File: src/verilog/lsu_pkg.sv
`default_nettype none

package lsu_pkg;

	typedef enum logic [1:0] {
		region_scratch = 2'd0,
		region_ram     = 2'd1,
		region_dev     = 2'd2
	} region_t;

	// Scratchpad window, 8 KiB.
	localparam logic [31:0] scratch_base  = 32'h0f00_0000;
	localparam logic [31:0] scratch_limit = 32'h0f00_1fff;

	// Main RAM window. Only 4 KiB is backed, so it wraps.
	localparam logic [31:0] ram_base  = 32'h8000_0000;
	localparam logic [31:0] ram_limit = 32'hbfff_ffff;

	// Device window of four words.
	localparam logic [31:0] dev_base = 32'h1000_0000;

	localparam logic [1:0] resp_okay   = 2'b00;
	localparam logic [1:0] resp_slverr = 2'b10;
	localparam logic [1:0] resp_decerr = 2'b11;

	// Cycles from RAM request to response, two or more.
	localparam int ram_wait = 3;

	localparam int scratch_words = 1024;
	localparam int ram_words     = 1024;

endpackage

`default_nettype wire

File: src/verilog/lsu.sv
`timescale 1ns/1ps
`default_nettype none

module lsu (
	input  logic             clock,
	input  logic             arst_n,
	input  logic [2:0]       funct3,
	input  logic [31:0]      src1,
	input  logic [31:0]      src2,
	input  logic [31:0]      imm,
	input  logic [7:0]       wmask,
	input  logic             lsu_ren,
	input  logic             lsu_wen,
	output logic [31:0]      araddr,
	output logic             arvalid,
	output logic [2:0]       arsize,
	input  logic             arready,
	input  logic [63:0]      rdata,
	input  logic [1:0]       rresp,
	input  logic             rvalid,
	output logic             rready,
	output logic [31:0]      awaddr,
	output logic             awvalid,
	output logic [2:0]       awsize,
	input  logic             awready,
	output logic [63:0]      wdata,
	output logic [7:0]       wstrb,
	output logic             wvalid,
	input  logic             wready,
	input  logic [1:0]       bresp,
	input  logic             bvalid,
	output logic             bready,
	output lsu_pkg::region_t ar_region,
	output lsu_pkg::region_t aw_region,
	output logic [31:0]      lsu_val,
	output logic             load_done
);

	logic [31:0]      addr;
	lsu_pkg::region_t region;
	logic [31:0]      rword;
	logic [31:0]      rshift;
	logic [31:0]      rext;

	assign addr = src1 + imm;

	always_comb begin
		if (addr >= lsu_pkg::scratch_base && addr <= lsu_pkg::scratch_limit) begin
			region = lsu_pkg::region_scratch;
		end else if (addr >= lsu_pkg::ram_base && addr <= lsu_pkg::ram_limit) begin
			region = lsu_pkg::region_ram;
		end else begin
			region = lsu_pkg::region_dev;
		end
	end

	assign araddr    = addr;
	assign awaddr    = addr;
	assign ar_region = region;
	assign aw_region = region;
	assign arsize    = {1'b0, funct3[1:0]};
	assign awsize    = {1'b0, funct3[1:0]};

	// Store data moves into the byte lanes of the addressed doubleword.
	assign wstrb = wmask << addr[2:0];
	assign wdata = {32'h0, src2} << {addr[2:0], 3'b000};

	always_ff @(posedge clock or negedge arst_n) begin
		if (!arst_n) begin
			arvalid <= 1'b0;
			awvalid <= 1'b0;
			wvalid  <= 1'b0;
			rready  <= 1'b0;
		end else begin
			arvalid <= arvalid ? !arready : lsu_ren;
			awvalid <= awvalid ? !awready : lsu_wen;
			wvalid  <= wvalid ? !wready : lsu_wen;
			rready  <= !rready && rvalid;
		end
	end

	assign bready    = 1'b1;
	assign load_done = rvalid && rready;

	// Scratchpad returns a whole doubleword.
	assign rword  = (region == lsu_pkg::region_scratch && addr[2]) ? rdata[63:32] : rdata[31:0];
	// Device data is already right-aligned.
	assign rshift = (region == lsu_pkg::region_dev) ? rword : rword >> {addr[1:0], 3'b000};

	always_comb begin
		case (funct3)
			3'b000:  rext = {{24{rshift[7]}}, rshift[7:0]};
			3'b001:  rext = {{16{rshift[15]}}, rshift[15:0]};
			3'b010:  rext = rshift;
			3'b100:  rext = {24'h0, rshift[7:0]};
			3'b101:  rext = {16'h0, rshift[15:0]};
			default: rext = 32'h0;
		endcase
	end

	assign lsu_val = load_done ? rext : 32'h0;

	// A read request holds with a steady address until the slave takes it.
	assert property (@(posedge clock) disable iff (!arst_n)
		arvalid && !arready |=> arvalid && $stable(araddr));

	assert property (@(posedge clock) disable iff (!arst_n) !(lsu_ren && lsu_wen));

	// No slave answers with the reserved code.
	assert property (@(posedge clock) disable iff (!arst_n)
		!(rvalid && rresp == 2'b01) && !(bvalid && bresp == 2'b01));

endmodule

`default_nettype wire

File: config.mk
export PLATFORM = sky130hd
export DESIGN_NAME = lsu
export DESIGN_NICKNAME = d
export VERILOG_FILES = /design/src/verilog/lsu_pkg.sv /design/src/verilog/lsu.sv
export SDC_FILE = /design/constraint.sdc
export NUM_CORES = 1
export LEC_CHECK = 0
export BUFFER_PORTS_ARGS = -buffer_cell sky130_fd_sc_hd__buf_2
export CORE_AREA = 4 4 142 144
export DETAILED_ROUTE_END_ITERATION = 12
export DIE_AREA = 0 0 146 148
export PLACE_DENSITY_LB_ADDON = 0.25
export REMOVE_ABC_BUFFERS = 1
export SLEW_MARGIN = 15
export SYNTH_ARGS = -nofsm -noshare
export SYNTH_HDL_FRONTEND = slang
export SYNTH_SLANG_ARGS = --single-unit
File: constraint.sdc
create_clock -name clock -period 9.38 [get_ports clock]
set_clock_uncertainty 0.05 [all_clocks]
set_input_delay 0.469 -clock clock [delete_from_list [all_inputs] [get_ports clock]]
set_output_delay 0.469 -clock clock [all_outputs]
set_load 0.01 [all_outputs]
==> flow_summary_export.csv <==
group,metric,value,unit
synth,ys_seq_area_share,1.98,%
clock_tree,h-tree-depth,1,
critical_path,start_kind,"input pin",
critical_path,startpoint,"src1[0]",
clock_tree,cts_sinks,4,
cells_and_area,fillerInstances,2098,
cells_and_area,final_cell_area,6800,um2
route,drtIter0Drc,371,
timing,setup_violations,0,
clock_tree,cts_resized,0,
placement,place.port_buffers,359,
placement,dp_hpwl,18.8,mm
flow_run,maxCapViolCount,0,
route,firstDrtPassIters,5,
pwr,cellLeakagePower,3.72,nW
timing,period_needed,6.38,ns
clock_tree,cts-root-buf,"clkbuf_16",
timing,hold_viol,0,
hold_path,worstHoldStart,"wready",
global_routing,grt_max_degree,69,
synth,synth_ff_type,"dfrtp_1",
clock_tree,cts_hold_buf,1,
critical_path,path_max_fanout,37,
hold_path,hp-class,"in2reg",
run_status,status,"finished clean",
synth,synth_cells,763,
pwr,peakVddDrop,65.6,uV
cells_and_area,final_common_cell,"buf_2",
clock_tree,worst_skew_pair.late_latency,0.23,ns
cells_and_area,regArea,100,um2
cells_and_area,most-common-layout-cells,"359 x buf_2, 93 x nand2_1, 91 x nor2_1, 56 x a21oi_1, 52 x mux2i_1",
cells_and_area,multiInputGateArea,4420,um2
placement,place_congestion,0.901,
cells_and_area,syn2layout_area_growth,34.3,%
timing,timing.slew.headroom,23.4,%
cells_and_area,n_antenna_cell,0,
synth,ys_warn_count,0,
route,vias_per_cell,5.32,
critical_path,cp_data_required_time,8.86,ns
floorplan,core,18700,um2
clock_tree,clockBufferDepth,2,
floorplan,io_pins,368,
synth,synthArstFlopShare,100,%
route,drc,0,
cells_and_area,layout.nets,1264,
floorplan,core.rowCount,50,
global_routing,grt_overflow,0,
timing,fin_setup_tns,0,ns
synth,synth.distinct_cells,73,
floorplan,die_h,148,um
synth,avgSynthCellArea,6.64,um2
critical_path,arrival,5.86,ns
synth,synth_edf_count,0,
timing,timing.final.max_slew_violations,0,
route,wl_per_cell,17.7,um
floorplan,die_w,146,um
floorplan,start_util,27.1,%
route,num_vias,6807,
timing,rsz0062_at_grt,"false",
clock_tree,clk_pin_slew_worst_paths,0.03,ns
placement,place_area,6720,um2
floorplan,die_area,21600,um2
timing,worst_pin_slew,1.14,ns
critical_path,crit_path_end_kind,"output port",
hold_path,hold_depth,2,
critical_path,timing_worst_setup_path_type,"in2out",
pwr,power.density,104,nW/um2
clock_tree,tritoncts,"yes",
synth,ys_ff_latch,4,
critical_path,r2r_start,"wvalid",
timing,period_share,68.0,%
clock_tree,cts_setup_buffers,0,
clock_tree,cts_buffers,3,
timing,fmax,157,MHz
global_routing,grt_pass1_wl,34.9,mm
route,wl,22.7,mm
global_routing,first_global_vias,6492,
synth,synth_area,5070,um2
cells_and_area,drive_gt1_share,40.0,%
global_routing,grt_usage,19.1,%
route,drtAntennaViolNets,0,
global_routing,antenna_found_initial,1,
critical_path,reg2reg_depth,2,
synthesized netlist by cell type, types with 17 or more instances:
cell	count	area share (%)
mux2_2	23	5.1
and3_1	18	2.2
nand3_1	17	1.7
inv_1	19	1.4
mux2i_1	52	10
buf_4	42	6.2
o21ai_0	41	4.0
nor2_1	91	6.7
ha_1	31	7.7
o22ai_1	21	2.6
clkbuf_1	27	2.0
nand2_1	93	6.9
a21oi_1	56	5.5
cells by family after synthesis:
| group | Yosys count | share of synthesized area (%) |
|---|---|---|
| other cells | 2 | 0.148 |
| compound gates | 224 | 29.4 |
| buf+inv | 105 | 11.4 |
| simple gates | 287 | 26.4 |
| mux | 82 | 18.0 |
| fa+ha+maj | 32 | 8.05 |
| xor+xnor | 27 | 4.67 |
| flops | 4 | 1.98 |
state kept, by name, indices dropped and copies added (netlist names):
name     flops
awvalid      1
wvalid       1
rready       1
arvalid      1
worst paths after layout:
| kind | to | slack, ns |
|---|---|---|
| max | lsu_val[23] | 3.00 |
| min | wvalid | 0.36 |
| max reg2reg | wvalid | 8.70 |
| min reg2reg | rready | 0.40 |
| max in group asynchronous | rready | 8.62 |
| min in group asynchronous | arvalid | 0.54 |
per-stage QoR:
stage          std cells  util (%)  power [mW]  setup WS [ns]  hold WS (ns)
4_1_cts             1280      36.4       0.708           2.95         0.358
6_report            1280      36.4       0.705           3.00         0.358
2_1_floorplan        678         -       0.385           3.09         0.123
3_3_place_gp        1276      35.9       0.635           3.03         0.229
3_5_place_dp        1276      35.9       0.636           2.97         0.229
5_1_grt             1280      36.4       0.766           2.67         0.375
worst max-delay path: stages:
cell      delay [ns]
buf_2           0.09
ha_2            0.20
inv_1           0.06
fa_2            0.39
nand2b_1        0.19
a21oi_1         0.28
o21a_1          0.29
o31ai_1         0.16
a31oi_1         0.22
xnor2_1         0.14
or4_1           0.62
or4_2           1.18
mux2i_2         0.42
nor3b_2         0.25
nor4_2          0.07
buf_4           0.19
or3_1           0.43
buf_2           0.17
cell type report:
cell class              instances  area share [%]
repair buffers                365            27.1
flip-flops and latches          4            1.47
clock buffers                   3            1.10
multi-input cells             655            65.0
inverters                      19            1.05
well taps                     234            4.30
layer usage:
| metal | global-route usage (%) | vias to the layer above | routed length [um] |
|---|---|---|---|
| met1 | 23.6 | 3134 | 9120 |
| li1 | - | 3331 | - |
| met3 | 3.13 | 34 | 1740 |
| met4 | 3.67 | 0 | 410 |
| met2 | 35.1 | 308 | 11400 |
| met5 | 0 | - | 0 |
report_power, final:
part / switching (mW) / internal (mW) / total (mW)
combinational: 0.376 / 0.241 / 0.617
sequential: 0.00125 / 0.0192 / 0.0204
clock: 0.0133 / 0.0546 / 0.0679
Note: power is estimated with default switching activity, not from simulation.
