File: config.mk
export PLATFORM = sky130hd
export DESIGN_NAME = lsu_xbar
export DESIGN_NICKNAME = d
export VERILOG_FILES = /design/src/verilog/lsu_pkg.sv /design/src/verilog/lsu_xbar.sv
export SDC_FILE = /design/constraint.sdc
export NUM_CORES = 1
export LEC_CHECK = 0
export BUFFER_PORTS_ARGS = -buffer_cell sky130_fd_sc_hd__buf_2
export CAP_MARGIN = 10
export CORE_AREA = 2 2 348 350
export CTS_BUF_LIST = sky130_fd_sc_hd__clkbuf_8
export CTS_CLUSTER_DIAMETER = 80
export DETAILED_ROUTE_END_ITERATION = 8
export DIE_AREA = 0 0 350 352
export PLACE_DENSITY = 0.34
export SYNTH_ARGS = -nofsm -noshare
export SYNTH_HDL_FRONTEND = slang
export SYNTH_SLANG_ARGS = --single-unit
File: constraint.sdc
create_clock -name clock -period 3.5 [get_ports clock]
set_input_delay 0.35 -clock clock [delete_from_list [all_inputs] [get_ports clock]]
set_output_delay 0.35 -clock clock [all_outputs]
set_load 0.01 [all_outputs]
File: src/verilog/lsu_pkg.sv
`default_nettype none

package lsu_pkg;

	typedef enum logic [1:0] {
		region_scratch = 2'd0,
		region_ram     = 2'd1,
		region_dev     = 2'd2
	} region_t;

	// Scratchpad window, 8 KiB.
	localparam logic [31:0] scratch_base  = 32'h0f00_0000;
	localparam logic [31:0] scratch_limit = 32'h0f00_1fff;

	// Main RAM window. Only 4 KiB is backed, so it wraps.
	localparam logic [31:0] ram_base  = 32'h8000_0000;
	localparam logic [31:0] ram_limit = 32'hbfff_ffff;

	// Device window of four words.
	localparam logic [31:0] dev_base = 32'h1000_0000;

	localparam logic [1:0] resp_okay   = 2'b00;
	localparam logic [1:0] resp_slverr = 2'b10;
	localparam logic [1:0] resp_decerr = 2'b11;

	// Cycles from RAM request to response, two or more.
	localparam int ram_wait = 3;

	localparam int scratch_words = 1024;
	localparam int ram_words     = 1024;

endpackage

`default_nettype wire

File: src/verilog/lsu_xbar.sv
`timescale 1ns/1ps
`default_nettype none

module lsu_xbar (
	input  logic             clock,
	input  logic             arst_n,
	input  logic [31:0]      araddr,
	input  logic             arvalid,
	input  logic [2:0]       arsize,
	output logic             arready,
	output logic [63:0]      rdata,
	output logic [1:0]       rresp,
	output logic             rvalid,
	input  logic             rready,
	input  logic [31:0]      awaddr,
	input  logic             awvalid,
	input  logic [2:0]       awsize,
	output logic             awready,
	input  logic [63:0]      wdata,
	input  logic [7:0]       wstrb,
	input  logic             wvalid,
	output logic             wready,
	output logic [1:0]       bresp,
	output logic             bvalid,
	input  logic             bready,
	input  lsu_pkg::region_t ar_region,
	input  lsu_pkg::region_t aw_region,
	output logic [31:0]      scr_araddr, ram_araddr, dev_araddr,
	output logic             scr_arvalid, ram_arvalid, dev_arvalid,
	output logic [2:0]       scr_arsize, ram_arsize, dev_arsize,
	input  logic             scr_arready, ram_arready, dev_arready,
	input  logic [63:0]      scr_rdata, ram_rdata, dev_rdata,
	input  logic [1:0]       scr_rresp, ram_rresp, dev_rresp,
	input  logic             scr_rvalid, ram_rvalid, dev_rvalid,
	output logic             scr_rready, ram_rready, dev_rready,
	output logic [31:0]      scr_awaddr, ram_awaddr, dev_awaddr,
	output logic             scr_awvalid, ram_awvalid, dev_awvalid,
	output logic [2:0]       scr_awsize, ram_awsize, dev_awsize,
	input  logic             scr_awready, ram_awready, dev_awready,
	output logic [63:0]      scr_wdata, ram_wdata, dev_wdata,
	output logic [7:0]       scr_wstrb, ram_wstrb, dev_wstrb,
	output logic             scr_wvalid, ram_wvalid, dev_wvalid,
	input  logic             scr_wready, ram_wready, dev_wready,
	input  logic [1:0]       scr_bresp, ram_bresp, dev_bresp,
	input  logic             scr_bvalid, ram_bvalid, dev_bvalid,
	output logic             scr_bready, ram_bready, dev_bready
);

	lsu_pkg::region_t rd_sel;
	lsu_pkg::region_t wr_sel;
	lsu_pkg::region_t rd_route;
	lsu_pkg::region_t wr_route;
	logic             rd_busy;
	logic             wr_busy;

	// Payload is broadcast. Only the valids are steered.
	assign {scr_araddr, ram_araddr, dev_araddr} = {3{araddr}};
	assign {scr_arsize, ram_arsize, dev_arsize} = {3{arsize}};
	assign {scr_awaddr, ram_awaddr, dev_awaddr} = {3{awaddr}};
	assign {scr_awsize, ram_awsize, dev_awsize} = {3{awsize}};
	assign {scr_wdata, ram_wdata, dev_wdata}    = {3{wdata}};
	assign {scr_wstrb, ram_wstrb, dev_wstrb}    = {3{wstrb}};

	always_ff @(posedge clock or negedge arst_n) begin
		if (!arst_n) begin
			rd_busy <= 1'b0;
			wr_busy <= 1'b0;
			rd_sel  <= lsu_pkg::region_scratch;
			wr_sel  <= lsu_pkg::region_scratch;
		end else begin
			if (arvalid && arready) begin
				rd_busy <= 1'b1;
				rd_sel  <= ar_region;
			end else if (rvalid && rready) begin
				rd_busy <= 1'b0;
			end
			if (awvalid && awready) begin
				wr_busy <= 1'b1;
				wr_sel  <= aw_region;
			end else if (bvalid && bready) begin
				wr_busy <= 1'b0;
			end
		end
	end

	assign rd_route = rd_busy ? rd_sel : ar_region;
	assign wr_route = wr_busy ? wr_sel : aw_region;

	always_comb begin
		{scr_arvalid, ram_arvalid, dev_arvalid} = 3'b000;
		{scr_rready, ram_rready, dev_rready}    = 3'b000;
		// Unmapped region answers a decode error itself.
		arready = 1'b1;
		rvalid  = rd_busy;
		rdata   = 64'h0;
		rresp   = lsu_pkg::resp_decerr;
		case (rd_route)
			lsu_pkg::region_scratch: begin
				scr_arvalid = arvalid;
				scr_rready  = rready;
				arready     = scr_arready;
				rvalid      = scr_rvalid;
				rdata       = scr_rdata;
				rresp       = scr_rresp;
			end
			lsu_pkg::region_ram: begin
				ram_arvalid = arvalid;
				ram_rready  = rready;
				arready     = ram_arready;
				rvalid      = ram_rvalid;
				rdata       = ram_rdata;
				rresp       = ram_rresp;
			end
			lsu_pkg::region_dev: begin
				dev_arvalid = arvalid;
				dev_rready  = rready;
				arready     = dev_arready;
				rvalid      = dev_rvalid;
				rdata       = dev_rdata;
				rresp       = dev_rresp;
			end
			default: ;
		endcase
	end

	always_comb begin
		{scr_awvalid, ram_awvalid, dev_awvalid} = 3'b000;
		{scr_wvalid, ram_wvalid, dev_wvalid}    = 3'b000;
		{scr_bready, ram_bready, dev_bready}    = 3'b000;
		awready = 1'b1;
		wready  = 1'b1;
		bvalid  = wr_busy;
		bresp   = lsu_pkg::resp_decerr;
		case (wr_route)
			lsu_pkg::region_scratch: begin
				scr_awvalid = awvalid;
				scr_wvalid  = wvalid;
				scr_bready  = bready;
				awready     = scr_awready;
				wready      = scr_wready;
				bvalid      = scr_bvalid;
				bresp       = scr_bresp;
			end
			lsu_pkg::region_ram: begin
				ram_awvalid = awvalid;
				ram_wvalid  = wvalid;
				ram_bready  = bready;
				awready     = ram_awready;
				wready      = ram_wready;
				bvalid      = ram_bvalid;
				bresp       = ram_bresp;
			end
			lsu_pkg::region_dev: begin
				dev_awvalid = awvalid;
				dev_wvalid  = wvalid;
				dev_bready  = bready;
				awready     = dev_awready;
				wready      = dev_wready;
				bvalid      = dev_bvalid;
				bresp       = dev_bresp;
			end
			default: ;
		endcase
	end

	// The unit keeps a single read in flight.
	assert property (@(posedge clock) disable iff (!arst_n) !(arvalid && arready && rd_busy));

endmodule

`default_nettype wire

==> flow_metrics.tcl <==
set metrics [dict create \
    outcome "finished, final reports clean" \
    drc 0 \
    die-area_sq_um 123200 \
    path_class "register to primary output" \
    slew_headroom_pct 59.47 \
    fin_nets 986 \
    post_cts_resized 0 \
    synth_top_area_share_pct 62.02 \
    overflow 0 \
    wl_met2_um 22410 \
    ys_seq_elements 6 \
    root_buffer "clkbuf_8" \
    ys_warn_count 0 \
    synth_flop_cell "dfrtp_1" \
    clock_latency_ns 0.22 \
    worstPathMaxFanout 47 \
    maxSlewViolCount 0 \
    first_global_vias 4352 \
    cp-end-kind "primary output" \
    htreeDepth 1 \
    topRoutingLayerUsed "met5" \
    cts.reportedPaths.clkPinSlew_ns 0.04 \
    ys_async_sr_fraction_pct 100.0 \
    antenna_left 0 \
    finClkSkew_ns 0.00007859 \
    wl_met3_um 15150 \
    post-route-period-util_pct 82.02 \
    reg2reg_slack_ns 1.30 \
    drt-pass1-iter-count 5 \
    power_density_nw_per_um2 627.5 \
    ios 886 \
    drive_gt1_share_pct 56.70 \
    chipHeight_um 352 \
    fin_tns_setup_ns 0 \
    synth_top_family_by_area "buffers and inverters" \
    maxCapViolCount 0 \
    antenna_found_initial 74 \
    die_w_um 350 \
    cts_inserted_buffers 3 \
    synthToLayoutAreaGrowth_pct 10.17 \
    vias_per_cell 2.016 \
    fin_area_sq_um 5774 \
    reg2reg_from "wr_busy" \
    clockBufferDepth 2 \
    min_to "wr_sel[0]" \
    io_buffer_count 317 \
    timing.rr.end "wr_sel[1]" \
    cts_tree "done" \
    drt-met1-wl_um 19050 \
    synth_edf_count 0 \
    rows 127 \
    vdd_ir_drop_max_mv 0.1917 \
    placed_area_sq_um 5698 \
    dp_hpwl_um 55340 \
    hold_path.startpoint "aw_region[0]" \
    wl_um 58580 \
    num_vias 4503 \
    finalSetupViolations 0 \
    fmax_mhz 348.4 \
    synth_compound_area_share_pct 9.143 \
    synth_simple_gate_area_share_pct 8.140 \
    hold_depth 2 \
    drt_iter0_markers 273 \
    worstHoldPathType "input pin to register" \
    start_util_pct 4.392 \
    synthesis.area_sq_um 5241 \
    yosys.area_share.adder_pct 0 \
    critPathLaunchType "register" \
    synth_common_cells "buf_4 (433), nand2_1 (73), mux2i_1 (72)" \
    synthMuxAreaShare_pct 15.78 \
    synthXorXnorAreaFrac_pct 0 \
    synth_fp_nets 1098 \
    grt_start_max_net_pins 48 \
    yosysMostFrequentCell "buf_4" \
    grt_usage_pct 8.973 \
    cp.required_ns 3.15 \
    core-area_sq_um 119300 \
    cp.arrival_ns 2.52 \
    rsz0062_at_grt "false" \
    routedWlPerCell_um 26.22 \
    syn_avg_cell_area_sq_um 7.219 \
    ys_seq_area_share_pct 2.865 \
    r2r_cells 4 \
    synthDistinctLibCells 30 \
    syn_inst 726 \
    yosysTopAreaCell "buf_4" \
    report.final.hold_viol_count 0 \
    worst_pin_slew_ns 0.5961 \
    grt_pass1_wl_um 67530 \
    layout_min_cycle_time_ns 2.871 \
    synth_area_leaders "buf_4 (62%), mux2i_1 (14%), o21ai_1 (6.1%), nand2_1 (5.2%), dfrtp_1 (2.9%)" \
    place_congestion 0.7158 \
    p_leak_nw 2.316 \
    clkSinkCount 6 \
]
## cell usage in the layout, fill, tap and decap left out, types with 2 or more instances in the layout
cell type and instances:
mux2_1 2, nor2b_1 2, mux2_4 3, o21ai_1 64, diode_2 10, dfrtp_1 6, buf_2 317, a21oi_1 6
a31oi_1 5, o2bb2ai_1 2, buf_4 11, mux2i_1 72, nand2_1 73, inv_1 3, nor2_1 9, and3_1 9
clkbuf_8 3, buf_12 5, and2_1 5, nand2b_1 2
## state kept, by name (all words and copies together) (netlist names)
name     count
rd_sel       2
wr_busy      1
rd_busy      1
wr_sel       2
## stage by stage
stage	worst slack (ns)	instances	hold WS (ns)	util, %	total power, mW
after floorplan	1.657	726	0.05441	-	2.426
after global placement	0.7923	2220	0.1933	4.775	3.599
after detailed placement	0.7683	2220	0.1888	4.775	3.604
after CTS	0.5274	2224	0.3967	4.818	3.719
after global routing	0.4670	2226	0.4112	4.822	3.903
final	0.6295	2234	0.4083	4.839	3.623
## per-layer routing
| layer | vias to the layer above | GRT usage (%) |
|---|---|---|
| li1 | 1712 | - |
| met1 | 1866 | 8.609 |
| met2 | 684 | 12.44 |
| met3 | 171 | 10.65 |
| met4 | 70 | 1.629 |
| met5 | - | 0.03925 |
## cell families after synthesis
family                 Yosys count
AOI/OAI and AO/OA               84
DFF                              6
and+or+nand+nor                101
muxes                           80
buffers and inverters          455
## cell type report
type / count / area (sq um)
Antenna cell: 10 / 25.02
Multi-Input combinational cell: 265 / 1747
Fill cell: 14270 / 113600
Clock buffer: 3 / 41.29
Sequential cell: 6 / 150.1
Tap cell: 1612 / 2017
Inverter: 4 / 15.01
Timing Repair Buffer: 334 / 1779
## critical path, stage by stage (launching register included)
cell	delay (ns)
dfrtp_1	0.49
mux2_2	0.46
nor2_4	0.34
buf_12	0.28
nand2_1	0.22
o21ai_1	0.18
buf_2	0.19
## how the worst max path moves through the flow
stage / start / end / depth (start not counted)
after floorplan: rd_busy / arready / 6
after global placement: rd_busy / rdata[9] / 6
after detailed placement: rd_busy / rdata[9] / 6
after CTS: rd_busy / rdata[9] / 6
after global routing: rd_busy / rdata[9] / 6
final: rd_busy / rdata[9] / 6
## report_power, final
part           total, mW  internal, mW  switching (mW)
Combinational       3.37          1.30            2.07
Sequential         0.148         0.105          0.0428
Clock              0.102        0.0738          0.0283
Total               3.62          1.48            2.14
## repair_timing
| item | in CTS | in global routing |
|---|---|---|
| endpoints found under the hold margin | 6 | 0 |
| hold buffers | 1 | 0 |
| setup buffers | 0 | 0 |
Power figures use the tool's default switching activity.
