==> config.mk <==
export PLATFORM = sky130hd
export DESIGN_NAME = dev_slave
export DESIGN_NICKNAME = d
export VERILOG_FILES = /design/src/verilog/lsu_pkg.sv /design/src/verilog/dev_slave.sv
export SDC_FILE = /design/constraint.sdc
export NUM_CORES = 1
export LEC_CHECK = 0
export BUFFER_PORTS_ARGS = -buffer_cell sky130_fd_sc_hd__buf_2
export CORE_MARGIN = 2
export CORE_UTILIZATION = 56
export CTS_CLUSTER_DIAMETER = 120
export DETAILED_ROUTE_END_ITERATION = 8
export PLACE_DENSITY_LB_ADDON = 0.08
export SYNTH_ARGS = -nofsm -noshare
export SYNTH_HDL_FRONTEND = slang
export SYNTH_SLANG_ARGS = --single-unit
==> constraint.sdc <==
create_clock -name clock -period 6.6 [get_ports clock]
set_clock_uncertainty 0.05 [all_clocks]
set_input_delay 0.99 -clock clock [delete_from_list [all_inputs] [get_ports clock]]
set_output_delay 0.99 -clock clock [all_outputs]
set_load 0.1 [all_outputs]
==> src/verilog/lsu_pkg.sv <==
`default_nettype none

package lsu_pkg;

	typedef enum logic [1:0] {
		region_scratch = 2'd0,
		region_ram     = 2'd1,
		region_dev     = 2'd2
	} region_t;

	// Scratchpad window, 8 KiB.
	localparam logic [31:0] scratch_base  = 32'h0f00_0000;
	localparam logic [31:0] scratch_limit = 32'h0f00_1fff;

	// Main RAM window. Only 4 KiB is backed, so it wraps.
	localparam logic [31:0] ram_base  = 32'h8000_0000;
	localparam logic [31:0] ram_limit = 32'hbfff_ffff;

	// Device window of four words.
	localparam logic [31:0] dev_base = 32'h1000_0000;

	localparam logic [1:0] resp_okay   = 2'b00;
	localparam logic [1:0] resp_slverr = 2'b10;
	localparam logic [1:0] resp_decerr = 2'b11;

	// Cycles from RAM request to response, two or more.
	localparam int ram_wait = 3;

	localparam int scratch_words = 1024;
	localparam int ram_words     = 1024;

endpackage

`default_nettype wire

==> src/verilog/dev_slave.sv <==
`timescale 1ns/1ps
`default_nettype none

module dev_slave (
	input  logic        clock,
	input  logic        arst_n,
	input  logic [31:0] araddr,
	input  logic        arvalid,
	input  logic [2:0]  arsize,
	output logic        arready,
	output logic [63:0] rdata,
	output logic [1:0]  rresp,
	output logic        rvalid,
	input  logic        rready,
	input  logic [31:0] awaddr,
	input  logic        awvalid,
	input  logic [2:0]  awsize,
	output logic        awready,
	input  logic [63:0] wdata,
	input  logic [7:0]  wstrb,
	input  logic        wvalid,
	output logic        wready,
	output logic [1:0]  bresp,
	output logic        bvalid,
	input  logic        bready
);

	logic [31:0] regs [4];
	logic        rd_fire;
	logic        wr_fire;
	logic        rd_hit;
	logic        wr_hit;
	logic [31:0] rword;
	logic [31:0] wword;
	logic [3:0]  wlane;

	assign arready = !rvalid;
	assign awready = !bvalid && wvalid;
	assign wready  = !bvalid && awvalid;
	assign rd_fire = arvalid && arready;
	assign wr_fire = awvalid && awready;

	// Inside the four-word window and no wider than a word.
	assign rd_hit = araddr[31:4] == lsu_pkg::dev_base[31:4] && arsize <= 3'd2;
	assign wr_hit = awaddr[31:4] == lsu_pkg::dev_base[31:4] && awsize <= 3'd2;

	assign wword = awaddr[2] ? wdata[63:32] : wdata[31:0];
	assign wlane = awaddr[2] ? wstrb[7:4] : wstrb[3:0];
	assign rdata = {32'h0, rword};

	always_ff @(posedge clock or negedge arst_n) begin
		if (!arst_n) begin
			rvalid <= 1'b0;
			bvalid <= 1'b0;
		end else begin
			rvalid <= rd_fire || (rvalid && !rready);
			bvalid <= wr_fire || (bvalid && !bready);
		end
	end

	always_ff @(posedge clock) begin
		if (rd_fire) begin
			rword <= rd_hit ? regs[araddr[3:2]] >> {araddr[1:0], 3'b000} : 32'h0;
			rresp <= rd_hit ? lsu_pkg::resp_okay : lsu_pkg::resp_slverr;
		end
		if (wr_fire) begin
			bresp <= wr_hit ? lsu_pkg::resp_okay : lsu_pkg::resp_slverr;
			for (int i = 0; i < 4; i++) begin
				if (wlane[i] && wr_hit) begin
					regs[awaddr[3:2]][8*i +: 8] <= wword[8*i +: 8];
				end
			end
		end
	end

endmodule

`default_nettype wire

==> impl_metrics.py, run 1 <==
metrics = {
    "status": {
        "status": "completed",
    },
    "route": {
        "dr.pass1.iters": 6,
        "via_per_inst": 5.68,
        "remaining_drc_errors": 0,
        "drt_wl_total_mm": 15.4,
        "vias": 4517,
        "routedWlPerCell_um": 19.4,
        "drt_iter0_drc": 439,
        "ant_nets": 0,
    },
    "cts": {
        "clk_pin_slew_ns": 0.06,
        "max-clock-path-buffers": 2,
        "ctsResizeCount": 0,
        "ctsHoldBuffers": 0,
        "clock_latency_ns": 0.42,
        "cts_buffers": 17,
        "cts_tree": "done",
        "cts_sinks": 164,
        "post_cts_buffers": 0,
        "h-tree-depth": 4,
        "cts_root_buffer": "clkbuf_16",
    },
    "worst_setup_path": {
        "end_kind": "flip-flop",
        "rrSetupSlack_ns": 4.16,
        "startpoint": "awaddr[24]",
        "cp.arrival_ns": 3.32,
        "r2r-end": "regs[3][14]$_DFFE_PP_",
        "worst_setup_path_start_kind": "input pin",
        "rr_worst_depth": 4,
        "crit_type": "input pin to flip-flop",
        "critPathSlowestCell": "nor4_2",
        "cpPeakStageDelay_ns": 1.17,
        "required_ns": 6.59,
        "worstReg2RegStart": "bvalid$_DFF_PN0_",
        "critPathMaxFanout": 17,
        "path_cells": "buf_2 > nor4_1 > nand4_1 > nor4_2",
    },
    "synthesis": {
        "synth.distinct_cells": 32,
        "synth-edff-count": 162,
        "syn-cell-area_um2": 7360,
        "ys_ff_latch": 164,
        "ys.flop_type": "edfxtp_1",
        "postSynth.asyncResetShare": 0.0122,
        "yosysMostFrequentCell": "edfxtp_1",
        "ys_warn_count": 0,
        "netlist_instances": 423,
        "synth_top_area_share": 0.661,
        "yosysSeqAreaShare": 0.668,
        "synth_top_cell_by_area": "edfxtp_1",
        "synth_area_leaders": "edfxtp_1, mux4_2, mux2_2",
        "synthTopCellsByCount": "edfxtp_1, nor4_1, buf_4",
        "synth.avg_cell_area_um2": 17.4,
    },
    "sta": {
        "fin_crit_ns": 3.34,
        "final_max_slew_viol_count": 0,
        "tns_ns": 0,
        "clock.fmax_mhz": 300,
        "fin_crit_sh": 0.505,
        "rsz0062_at_grt": "false",
        "slew_headroom": 0.259,
        "tightest_slew_ns": 1.11,
        "finalHoldViolCount": 0,
        "final-setup-viol-count": 0,
    },
    "floorplan": {
        "top_level_ports": 222,
        "initial_core_util": 0.579,
        "die_x_um": 119,
        "fp.dieH_um": 119,
        "rows": 41,
        "core_area_um2": 12700,
        "fp.dieArea_um2": 14100,
    },
    "min_path": {
        "hp-class": "input pin to asynchronous set/reset pin",
    },
    "pwr": {
        "switching_share": 0.294,
        "clkPwrFrac": 0.380,
        "powerDensity_nw_per_um2": 279,
        "comb_power_share": 0.151,
        "ir_worst_vdd_mv": 0.160,
        "p_leak_nw": 3.22,
        "p_sw_w": 0.000733,
        "seqPwrFrac": 0.469,
        "intPower_w": 0.00176,
    },
    "cells_and_area": {
        "seq_area_um2": 4910,
        "drive_above_1_share": 0.488,
        "areaGrowthSynthToFinish_pct": 21.2,
        "stdcell_area_um2": 8920,
        "fillers": 832,
        "antenna_cells": 0,
        "nNetsFinal": 759,
        "multi_input_area_um2": 2180,
    },
    "flow_run": {
        "cap_violations": 0,
    },
    "grt": {
        "gr-total-overflow": 0,
        "grt_usage": 0.225,
        "grt_first_pass_wirelength_mm": 23.7,
        "antenna_found_initial": 0,
        "grt_pass1_vias": 4444,
        "grt_max_degree": 41,
    },
    "place": {
        "placed_cell_area_um2": 8340,
        "dp_hpwl_mm": 10.9,
        "port_buffers": 185,
        "globalplace.congestion": 0.820,
    },
}
## layout by cell type (no fill, tap or decap)
master     netlist  layout
a211oi_1        18      18
a22oi_1         24      24
and2_1           1       1
buf_2           13     185
buf_4           34      12
clkbuf_16        0      17
clkinv_4         0       3
clkinv_8         0       2
conb_1           1      34
dfrtp_1          2       2
edfxtp_1       162     162
inv_1            3       3
inv_6            0       6
inv_8            0       4
mux2_2          32      32
mux2i_1         12      12
mux4_1           2       2
mux4_2          30      30
nand2_1          8       8
nand3_1          1       1
nand3b_1         3       3
nand4_1          4       4
nor2_2           1       1
nor2b_1          5       4
nor2b_2          0       1
nor3_1           1       1
nor3b_1          1       1
nor4_1          35      27
nor4_2           0       8
nor4b_1          7       7
nor4bb_1         2       2
o21ai_0          1       1
o21bai_1         1       1
or2_2            3       3
or3_1            1       1
## flip-flops by register name, summed over array words and instances, names as in the netlist
signal  cells
rresp       1
regs      128
rword      32
rvalid      1
bvalid      1
bresp       1
## worst max-delay path, delay by kind of cell
| family | cells | cell delay [ns] |
|---|---|---|
| simple gates | 3 | 2.23 |
| buf+inv | 1 | 0.10 |
## logic make-up (layout without fill, tap and decap cells)
group | count (synthesis) | count (layout) | synth area share
simple gates | 73 | 73 | 0.0631
mux | 76 | 76 | 0.164
buf+inv | 65 | 232 | 0.0602
compound gates | 44 | 44 | 0.0445
flops | 164 | 164 | 0.668
other cells | 1 | 34 | 0.000509
## final cells by class
type                            count  share of cell area
Timing Repair Buffer              197               0.114
Clock inverter                     15              0.0175
Inverter                            3             0.00126
Multi-Input combinational cell    227               0.244
Sequential cell                   164               0.551
Clock buffer                       17              0.0477
Tap cell                          172              0.0241
## metrics by stage
| step | setup WS, ns | util | total power [W] | hold WS [ns] | cells |
|---|---|---|---|---|---|
| 6_report | 3.26 | 0.701 | 0.00249 | 0.298 | 795 |
| 3_5_place_dp | 2.78 | 0.655 | 0.00157 | 0.521 | 763 |
| 3_3_place_gp | 2.93 | 0.655 | 0.00156 | 0.508 | 763 |
| 4_1_cts | 3.24 | 0.701 | 0.00251 | 0.285 | 795 |
| 2_1_floorplan | 3.24 | - | 0.00150 | 0.644 | 456 |
| 5_1_grt | 3.04 | 0.701 | 0.00256 | 0.289 | 795 |
## how the worst max path moves through the flow
| stage | endpoint | slack [ns] | depth (start not counted) |
|---|---|---|---|
| 2_1_floorplan | awready | 3.24 | 1 |
| 3_3_place_gp | regs[3][8]$_DFFE_PP_ | 2.93 | 4 |
| 3_5_place_dp | regs[3][14]$_DFFE_PP_ | 2.78 | 4 |
| 4_1_cts | regs[1][10]$_DFFE_PP_ | 3.24 | 4 |
| 5_1_grt | regs[1][12]$_DFFE_PP_ | 3.04 | 4 |
| 6_report | regs[3][14]$_DFFE_PP_ | 3.26 | 4 |
## routing by layer
metal,wire length (um),part of all wire,global-route usage
met3,1320,0.086,0.0521
met5,0,0,0
met1,5950,0.39,0.290
met4,227,0.015,0.0670
met2,7910,0.51,0.384
## power by group through the flow
stage | Clock [W] | Sequential, W | Combinational (W)
floorplan | 0 | 0.00129 | 0.000209
global placement | 0 | 0.00119 | 0.000370
detailed placement | 0 | 0.00119 | 0.000376
CTS | 0.000960 | 0.00117 | 0.000378
global route | 0.00100 | 0.00117 | 0.000393
finish | 0.000946 | 0.00117 | 0.000377
Note: power is estimated with default switching activity, not from simulation.
==> run 2: changes to the inputs <==
--- a/config.mk
+++ b/config.mk
@@ -7,7 +7,7 @@
 export LEC_CHECK = 0
 export BUFFER_PORTS_ARGS = -buffer_cell sky130_fd_sc_hd__buf_2
 export CORE_MARGIN = 2
-export CORE_UTILIZATION = 56
+export CORE_UTILIZATION = 47
 export CTS_CLUSTER_DIAMETER = 120
 export DETAILED_ROUTE_END_ITERATION = 8
 export PLACE_DENSITY_LB_ADDON = 0.08
==> constraint.sdc (replaced) <==
create_clock -name clock -period 2.92 [get_ports clock]
set_clock_uncertainty 0.05 [all_clocks]
set_input_delay 0.438 -clock clock [delete_from_list [all_inputs] [get_ports clock]]
set_output_delay 0.438 -clock clock [all_outputs]
set_load 0.1 [all_outputs]
==> run 2 against run 1 <==
  * Register-to-register slack worse by 3.2 ns
  * Critical path type unchanged
  * Critical path depth is 1 higher
  * Die area is 18% higher
  * First-iteration DRC count is 9.8% lower
  * Sequential power is 130% higher
  * Cell area is 1.7% higher
  * Global-route usage is 2.9 points lower
  * Count of clock-buffer cells in the layout is 5 higher
  * Largest power group unchanged
  * Sequential cell count stayed put
==> impl_metrics.py, run 2 (synthesis results as in run 1) <==
metrics = {
    "status": {
        "status": "completed",
    },
    "pwr": {
        "comb_power_share": 0.154,
        "p_leak_nw": 3.31,
        "clkPwrFrac": 0.372,
        "p_sw_w": 0.00149,
        "switching_share": 0.267,
        "powerDensity_nw_per_um2": 615,
        "seqPwrFrac": 0.474,
        "ir_worst_vdd_mv": 0.388,
        "p_total_w": 0.00558,
        "intPower_w": 0.00409,
    },
    "sta": {
        "rsz0062_at_grt": "false",
        "final_max_slew_viol_count": 0,
        "fin_crit_ns": 1.95,
        "final-setup-viol-count": 0,
        "fin_ws_ns": 0.970,
        "finalHoldViolCount": 0,
        "slew_headroom": 0.547,
        "tns_ns": 0,
        "fin_crit_sh": 0.668,
        "clock.fmax_mhz": 513,
        "tightest_slew_ns": 0.679,
    },
    "worst_setup_path": {
        "startpoint": "araddr[2]",
        "path_delay_family": "buffers and inverters",
        "path_buf_inv": 2,
        "required_ns": 3.02,
        "worstReg2RegStart": "bvalid$_DFF_PN0_",
        "worst_setup_path_start_kind": "input pin",
        "critPathMaxFanout": 12,
        "critPathSlowestCell": "mux4_2",
        "cpPeakStageDelay_ns": 0.62,
        "cp.arrival_ns": 2.05,
        "path_cells": "buf_2 > buf_4 > mux4_2 > a22oi_1 > a211oi_1",
        "end_kind": "flip-flop",
        "crit_type": "input pin to flip-flop",
    },
    "cells_and_area": {
        "nNetsFinal": 780,
        "largest_register_ffs": 128,
        "antenna_cells": 0,
        "final_util": 0.595,
        "areaGrowthSynthToFinish_pct": 23.3,
        "layout_common_cells": "buf_2, edfxtp_1, nor4_1",
        "seq_area_um2": 4910,
        "multi_input_area_um2": 2130,
        "drive_above_1_share": 0.480,
        "finalNonFillerCells": 855,
        "fillers": 1187,
        "layout_commonest_cell": "buf_2",
    },
    "route": {
        "remaining_drc_errors": 0,
        "ant_nets": 0,
        "via_per_inst": 5.27,
        "drt_iter0_drc": 396,
        "drt_wl_total_mm": 15.9,
        "routedWlPerCell_um": 18.6,
        "dr.pass1.iters": 4,
        "vias": 4507,
    },
    "place": {
        "globalplace.congestion": 0.772,
        "dp_hpwl_mm": 11.8,
        "pre_cts_ws_ns": 0.511,
        "port_buffers": 185,
        "dp.cells": 822,
    },
    "cts": {
        "max-clock-path-buffers": 2,
        "cts_tree": "done",
        "cts_buffers": 17,
        "cts_root_buffer": "clkbuf_16",
        "clk_pin_slew_ns": 0.06,
        "cts_sinks": 164,
        "h-tree-depth": 4,
        "clock_latency_ns": 0.42,
    },
    "floorplan": {
        "die_x_um": 129,
        "core_area_um2": 15300,
        "top_level_ports": 222,
        "fp.dieH_um": 129,
        "fp.dieArea_um2": 16700,
        "rows": 45,
        "initial_core_util": 0.482,
    },
    "grt": {
        "grt_max_degree": 35,
        "antenna_found_initial": 1,
        "grt_first_pass_wirelength_mm": 23.7,
        "grt_usage": 0.197,
        "gr-total-overflow": 0,
        "grt_pass1_vias": 4460,
    },
    "min_path": {
        "hp-class": "input pin to flip-flop",
        "holdCritStartpoint": "rready",
    },
    "flow_run": {
        "cap_violations": 0,
    },
}
run 2: cell count changes in the layout (fill, tap and decap cells not counted), moves of 3 or more:
cell        previous run  this run
buf_4                 12        30
nor4_1                27        35
nor4_2                 8         0
inv_6                  6         0
clkbuf_1               0         5
inv_8                  4         0
clkinvlp_4             0         3
run 2: power groups by stage:
stage          clock network, W  logic, W  registers [W]
2_1_floorplan                 0  0.000472        0.00293
3_3_place_gp                  0  0.000852        0.00270
3_5_place_dp                  0  0.000863        0.00270
4_1_cts                 0.00212  0.000867        0.00265
5_1_grt                 0.00222  0.000904        0.00265
6_report                0.00207  0.000861        0.00265
run 2: path summary, 6_finish.rpt:
check | end | slack (ns) | cells after the start
worst min-delay path | rvalid$_DFF_PN0_ | 0.14 | 2
worst min register to register | rvalid$_DFF_PN0_ | 0.54 | 2
worst max register to register | regs[3][4]$_DFFE_PP_ | 0.97 | 5
min in group asynchronous | rvalid$_DFF_PN0_ | 0.28 | 2
max in group asynchronous | bvalid$_DFF_PN0_ | 2.44 | 2
worst max-delay path | rword[6]$_SDFFCE_PN0P_ | 0.97 | 5
run 2: what timing repair did:
item                                   CTS  global route
endpoints found under the hold margin    2             0
hold buffers                             1             0
gates resized for setup                  0             0
setup buffers                            0             0
run 2: layout make-up:
| cell class | instances | share of cell area |
|---|---|---|
| flip-flops and latches | 164 | 0.542 |
| multi-input cells | 227 | 0.235 |
| repair buffers | 218 | 0.132 |
| clock buffers | 22 | 0.0489 |
| well taps | 211 | 0.0291 |
| clock inverters | 10 | 0.0120 |
| inverters | 3 | 0.00124 |
run 2: through the flow:
stage,area (um^2),hold slack (ns)
after floorplan,7490,0.0924
after global placement,8510,0.176
after detailed placement,8510,0.184
after CTS,9070,0.123
after global routing,9070,0.126
final,9070,0.139
run 2: routing by layer:
layer  part of all wire  track usage
met2               0.50        0.341
met3              0.073       0.0479
met4              0.019       0.0729
met5                  0            0
met1               0.41        0.241
==> run 3: changes to the inputs <==
--- a/config.mk
+++ b/config.mk
@@ -7,7 +7,7 @@
 export LEC_CHECK = 0
 export BUFFER_PORTS_ARGS = -buffer_cell sky130_fd_sc_hd__buf_2
 export CORE_MARGIN = 2
-export CORE_UTILIZATION = 47
+export CORE_UTILIZATION = 52
 export CTS_CLUSTER_DIAMETER = 120
 export DETAILED_ROUTE_END_ITERATION = 8
 export PLACE_DENSITY_LB_ADDON = 0.08
==> constraint.sdc (replaced) <==
create_clock -name clock -period 1.8 [get_ports clock]
set_clock_uncertainty 0.05 [all_clocks]
set_input_delay 0.27 -clock clock [delete_from_list [all_inputs] [get_ports clock]]
set_output_delay 0.27 -clock clock [all_outputs]
set_load 0.1 [all_outputs]
==> run 3 against run 2 <==
  * The flow now finishes with violations (setup timing)
  * Final cell count shrank 0.58%
  * Clock power grew 77%
  * Critical path depth is the same
  * Sequential power grew 62%
  * Combinational power grew 75%
  * Sequential cell count is the same
  * First-iteration DRC count grew 8.3%
  * Count of clock-buffer cells in the layout shrank 5
  * Cell area grew 8.4%
  * Die area shrank 9.3%
  * Non-clock buffer count grew 26
  * Critical endpoint is now regs[0][25]$_DFFE_PP_
==> impl_metrics.py, run 3 (synthesis results as in run 1) <==
metrics = {
    "sta": {
        "fin_crit_ns": 1.90,
        "fin_ws_ns": -0.104,
        "final-setup-viol-count": 32,
        "tightest_slew_ns": 0.898,
        "final_max_slew_viol_count": 0,
        "slew_headroom": 0.384,
        "clock.fmax_mhz": 525,
        "fin_crit_sh": 1.06,
        "rsz0062_at_grt": "true",
        "finalHoldViolCount": 0,
    },
    "cts": {
        "cts_sinks": 164,
        "clock_latency_ns": 0.43,
        "cts_root_buffer": "clkbuf_16",
        "cts_tree": "done",
        "clk_pin_slew_ns": 0.06,
        "cts_buffers": 17,
        "h-tree-depth": 4,
        "max-clock-path-buffers": 2,
    },
    "min_path": {
        "hp-class": "input pin to asynchronous set/reset pin",
    },
    "pwr": {
        "switching_share": 0.275,
        "ir_worst_vdd_mv": 0.567,
        "powerDensity_nw_per_um2": 962,
        "clkPwrFrac": 0.387,
        "p_leak_nw": 3.67,
        "intPower_w": 0.00686,
        "p_sw_w": 0.00260,
        "seqPwrFrac": 0.453,
        "comb_power_share": 0.160,
    },
    "cells_and_area": {
        "fillers": 931,
        "seq_area_um2": 4920,
        "drive_above_1_share": 0.549,
        "layout_commonest_cell": "buf_2",
        "multi_input_area_um2": 2470,
        "nNetsFinal": 806,
        "antenna_cells": 0,
        "largest_register_ffs": 128,
        "layout_common_cells": "buf_2, edfxtp_1, conb_1",
        "areaGrowthSynthToFinish_pct": 33.6,
        "final_util": 0.709,
    },
    "worst_setup_path": {
        "path_cells": "nand3b_1 > or3_1 > buf_6 > nor4_4 > buf_12",
        "crit_cells": 5,
        "startpoint": "bvalid$_DFF_PN0_",
        "cp.arrival_ns": 1.99,
        "critPathSlowestCell": "dfrtp_4",
        "path_buf_inv": 2,
        "crit_type": "flip-flop to flip-flop",
        "worstReg2RegStart": "bvalid$_DFF_PN0_",
        "path_delay_family": "simple AND/OR/NAND/NOR gates",
        "critPathMaxFanout": 8,
        "end_kind": "flip-flop",
        "worst_setup_path_start_kind": "flip-flop",
        "r2r-end": "regs[0][25]$_DFFE_PP_",
        "crit_path_end": "regs[0][25]$_DFFE_PP_",
        "cpPeakStageDelay_ns": 0.47,
        "required_ns": 1.89,
        "rrSetupSlack_ns": -0.10,
        "rr_worst_depth": 5,
    },
    "floorplan": {
        "core_area_um2": 13900,
        "die_x_um": 123,
        "rows": 43,
        "fp.dieH_um": 123,
        "top_level_ports": 222,
        "fp.dieArea_um2": 15100,
        "initial_core_util": 0.530,
    },
    "grt": {
        "grt_usage": 0.228,
        "grt_first_pass_wirelength_mm": 24.7,
        "antenna_found_initial": 0,
        "gr-total-overflow": 0,
        "grt_pass1_vias": 4624,
        "grt_max_degree": 34,
    },
    "status": {
        "status": "complete, but fails checks",
        "violations": "setup timing",
    },
    "route": {
        "remaining_drc_errors": 0,
        "dr.pass1.iters": 5,
        "drt_wl_total_mm": 16.5,
        "vias": 4694,
        "ant_nets": 0,
        "via_per_inst": 5.52,
        "drt_iter0_drc": 429,
        "routedWlPerCell_um": 19.5,
    },
    "place": {
        "dp_hpwl_mm": 12.3,
        "port_buffers": 185,
        "pre_cts_ws_ns": -0.240,
        "globalplace.congestion": 0.828,
    },
    "flow_run": {
        "cap_violations": 0,
    },
}
-- run 3: worst min path at each step --
stage / startpoint / to / slack (ns) / depth (start not counted)
floorplan: arst_n / rvalid$_DFF_PN0_ / -0.08 / 0
global placement: arst_n / bvalid$_DFF_PN0_ / 0.006 / 1
detailed placement: arst_n / bvalid$_DFF_PN0_ / 0.01 / 1
CTS: arst_n / bvalid$_DFF_PN0_ / 0.08 / 2
global route: arst_n / rvalid$_DFF_PN0_ / 0.12 / 2
finish: arst_n / rvalid$_DFF_PN0_ / 0.09 / 2
-- run 3: layout make-up --
class / instances / share of cell area
clock inverter: 15 / 0.0183
tap: 180 / 0.0229
inverter: 3 / 0.00114
sequential: 164 / 0.500
clock buffer: 17 / 0.0433
multi-input combinational: 227 / 0.251
timing repair buffer: 244 / 0.163
-- run 3: power groups by stage --
stage          clock (W)  sequential (W)  combinational, W
2_1_floorplan          0         0.00475          0.000793
3_3_place_gp           0         0.00437           0.00147
3_5_place_dp           0         0.00437           0.00149
4_1_cts          0.00371         0.00429           0.00151
5_1_grt          0.00388         0.00429           0.00159
6_report         0.00366         0.00429           0.00151
-- run 3: metal layers --
metal | share of wire | global-route usage | vias up
li1 | - | - | 2156
met1 | 0.39 | 0.286 | 2288
met2 | 0.52 | 0.393 | 231
met3 | 0.073 | 0.0590 | 19
met4 | 0.011 | 0.0682 | 0
met5 | 0 | 0 | -
-- run 3: worst reg2reg max path, stage by stage (launching register included) --
cell and delay, ns:
dfrtp_4 0.47, nand3b_1 0.21, or3_1 0.34, buf_6 0.15, nor4_4 0.22, buf_12 0.17
-- run 3: metrics by stage --
step	total power [W]	cell area [um^2]	TNS (ns)	std cells	hold WS, ns
global placement	0.00585	9090	-19.46	811	0.00637
detailed placement	0.00587	9090	-24.59	811	0.0102
global route	0.00977	9840	-6.22	850	0.118
floorplan	0.00554	7830	-59.49	456	-0.0756
finish	0.00947	9840	-1.73	850	0.0922
CTS	0.00952	9800	-2.51	849	0.0785
-- run 3: what timing repair did --
item | in CTS | in global routing
resized for setup | 13 | 8
endpoints found under the hold margin | 4 | 0
hold buffers | 3 | 0
pin swaps | 5 | 3
endpoints found under the setup margin | 128 | 104
buffers inserted | 3 | 1
cloned | 0 | 0
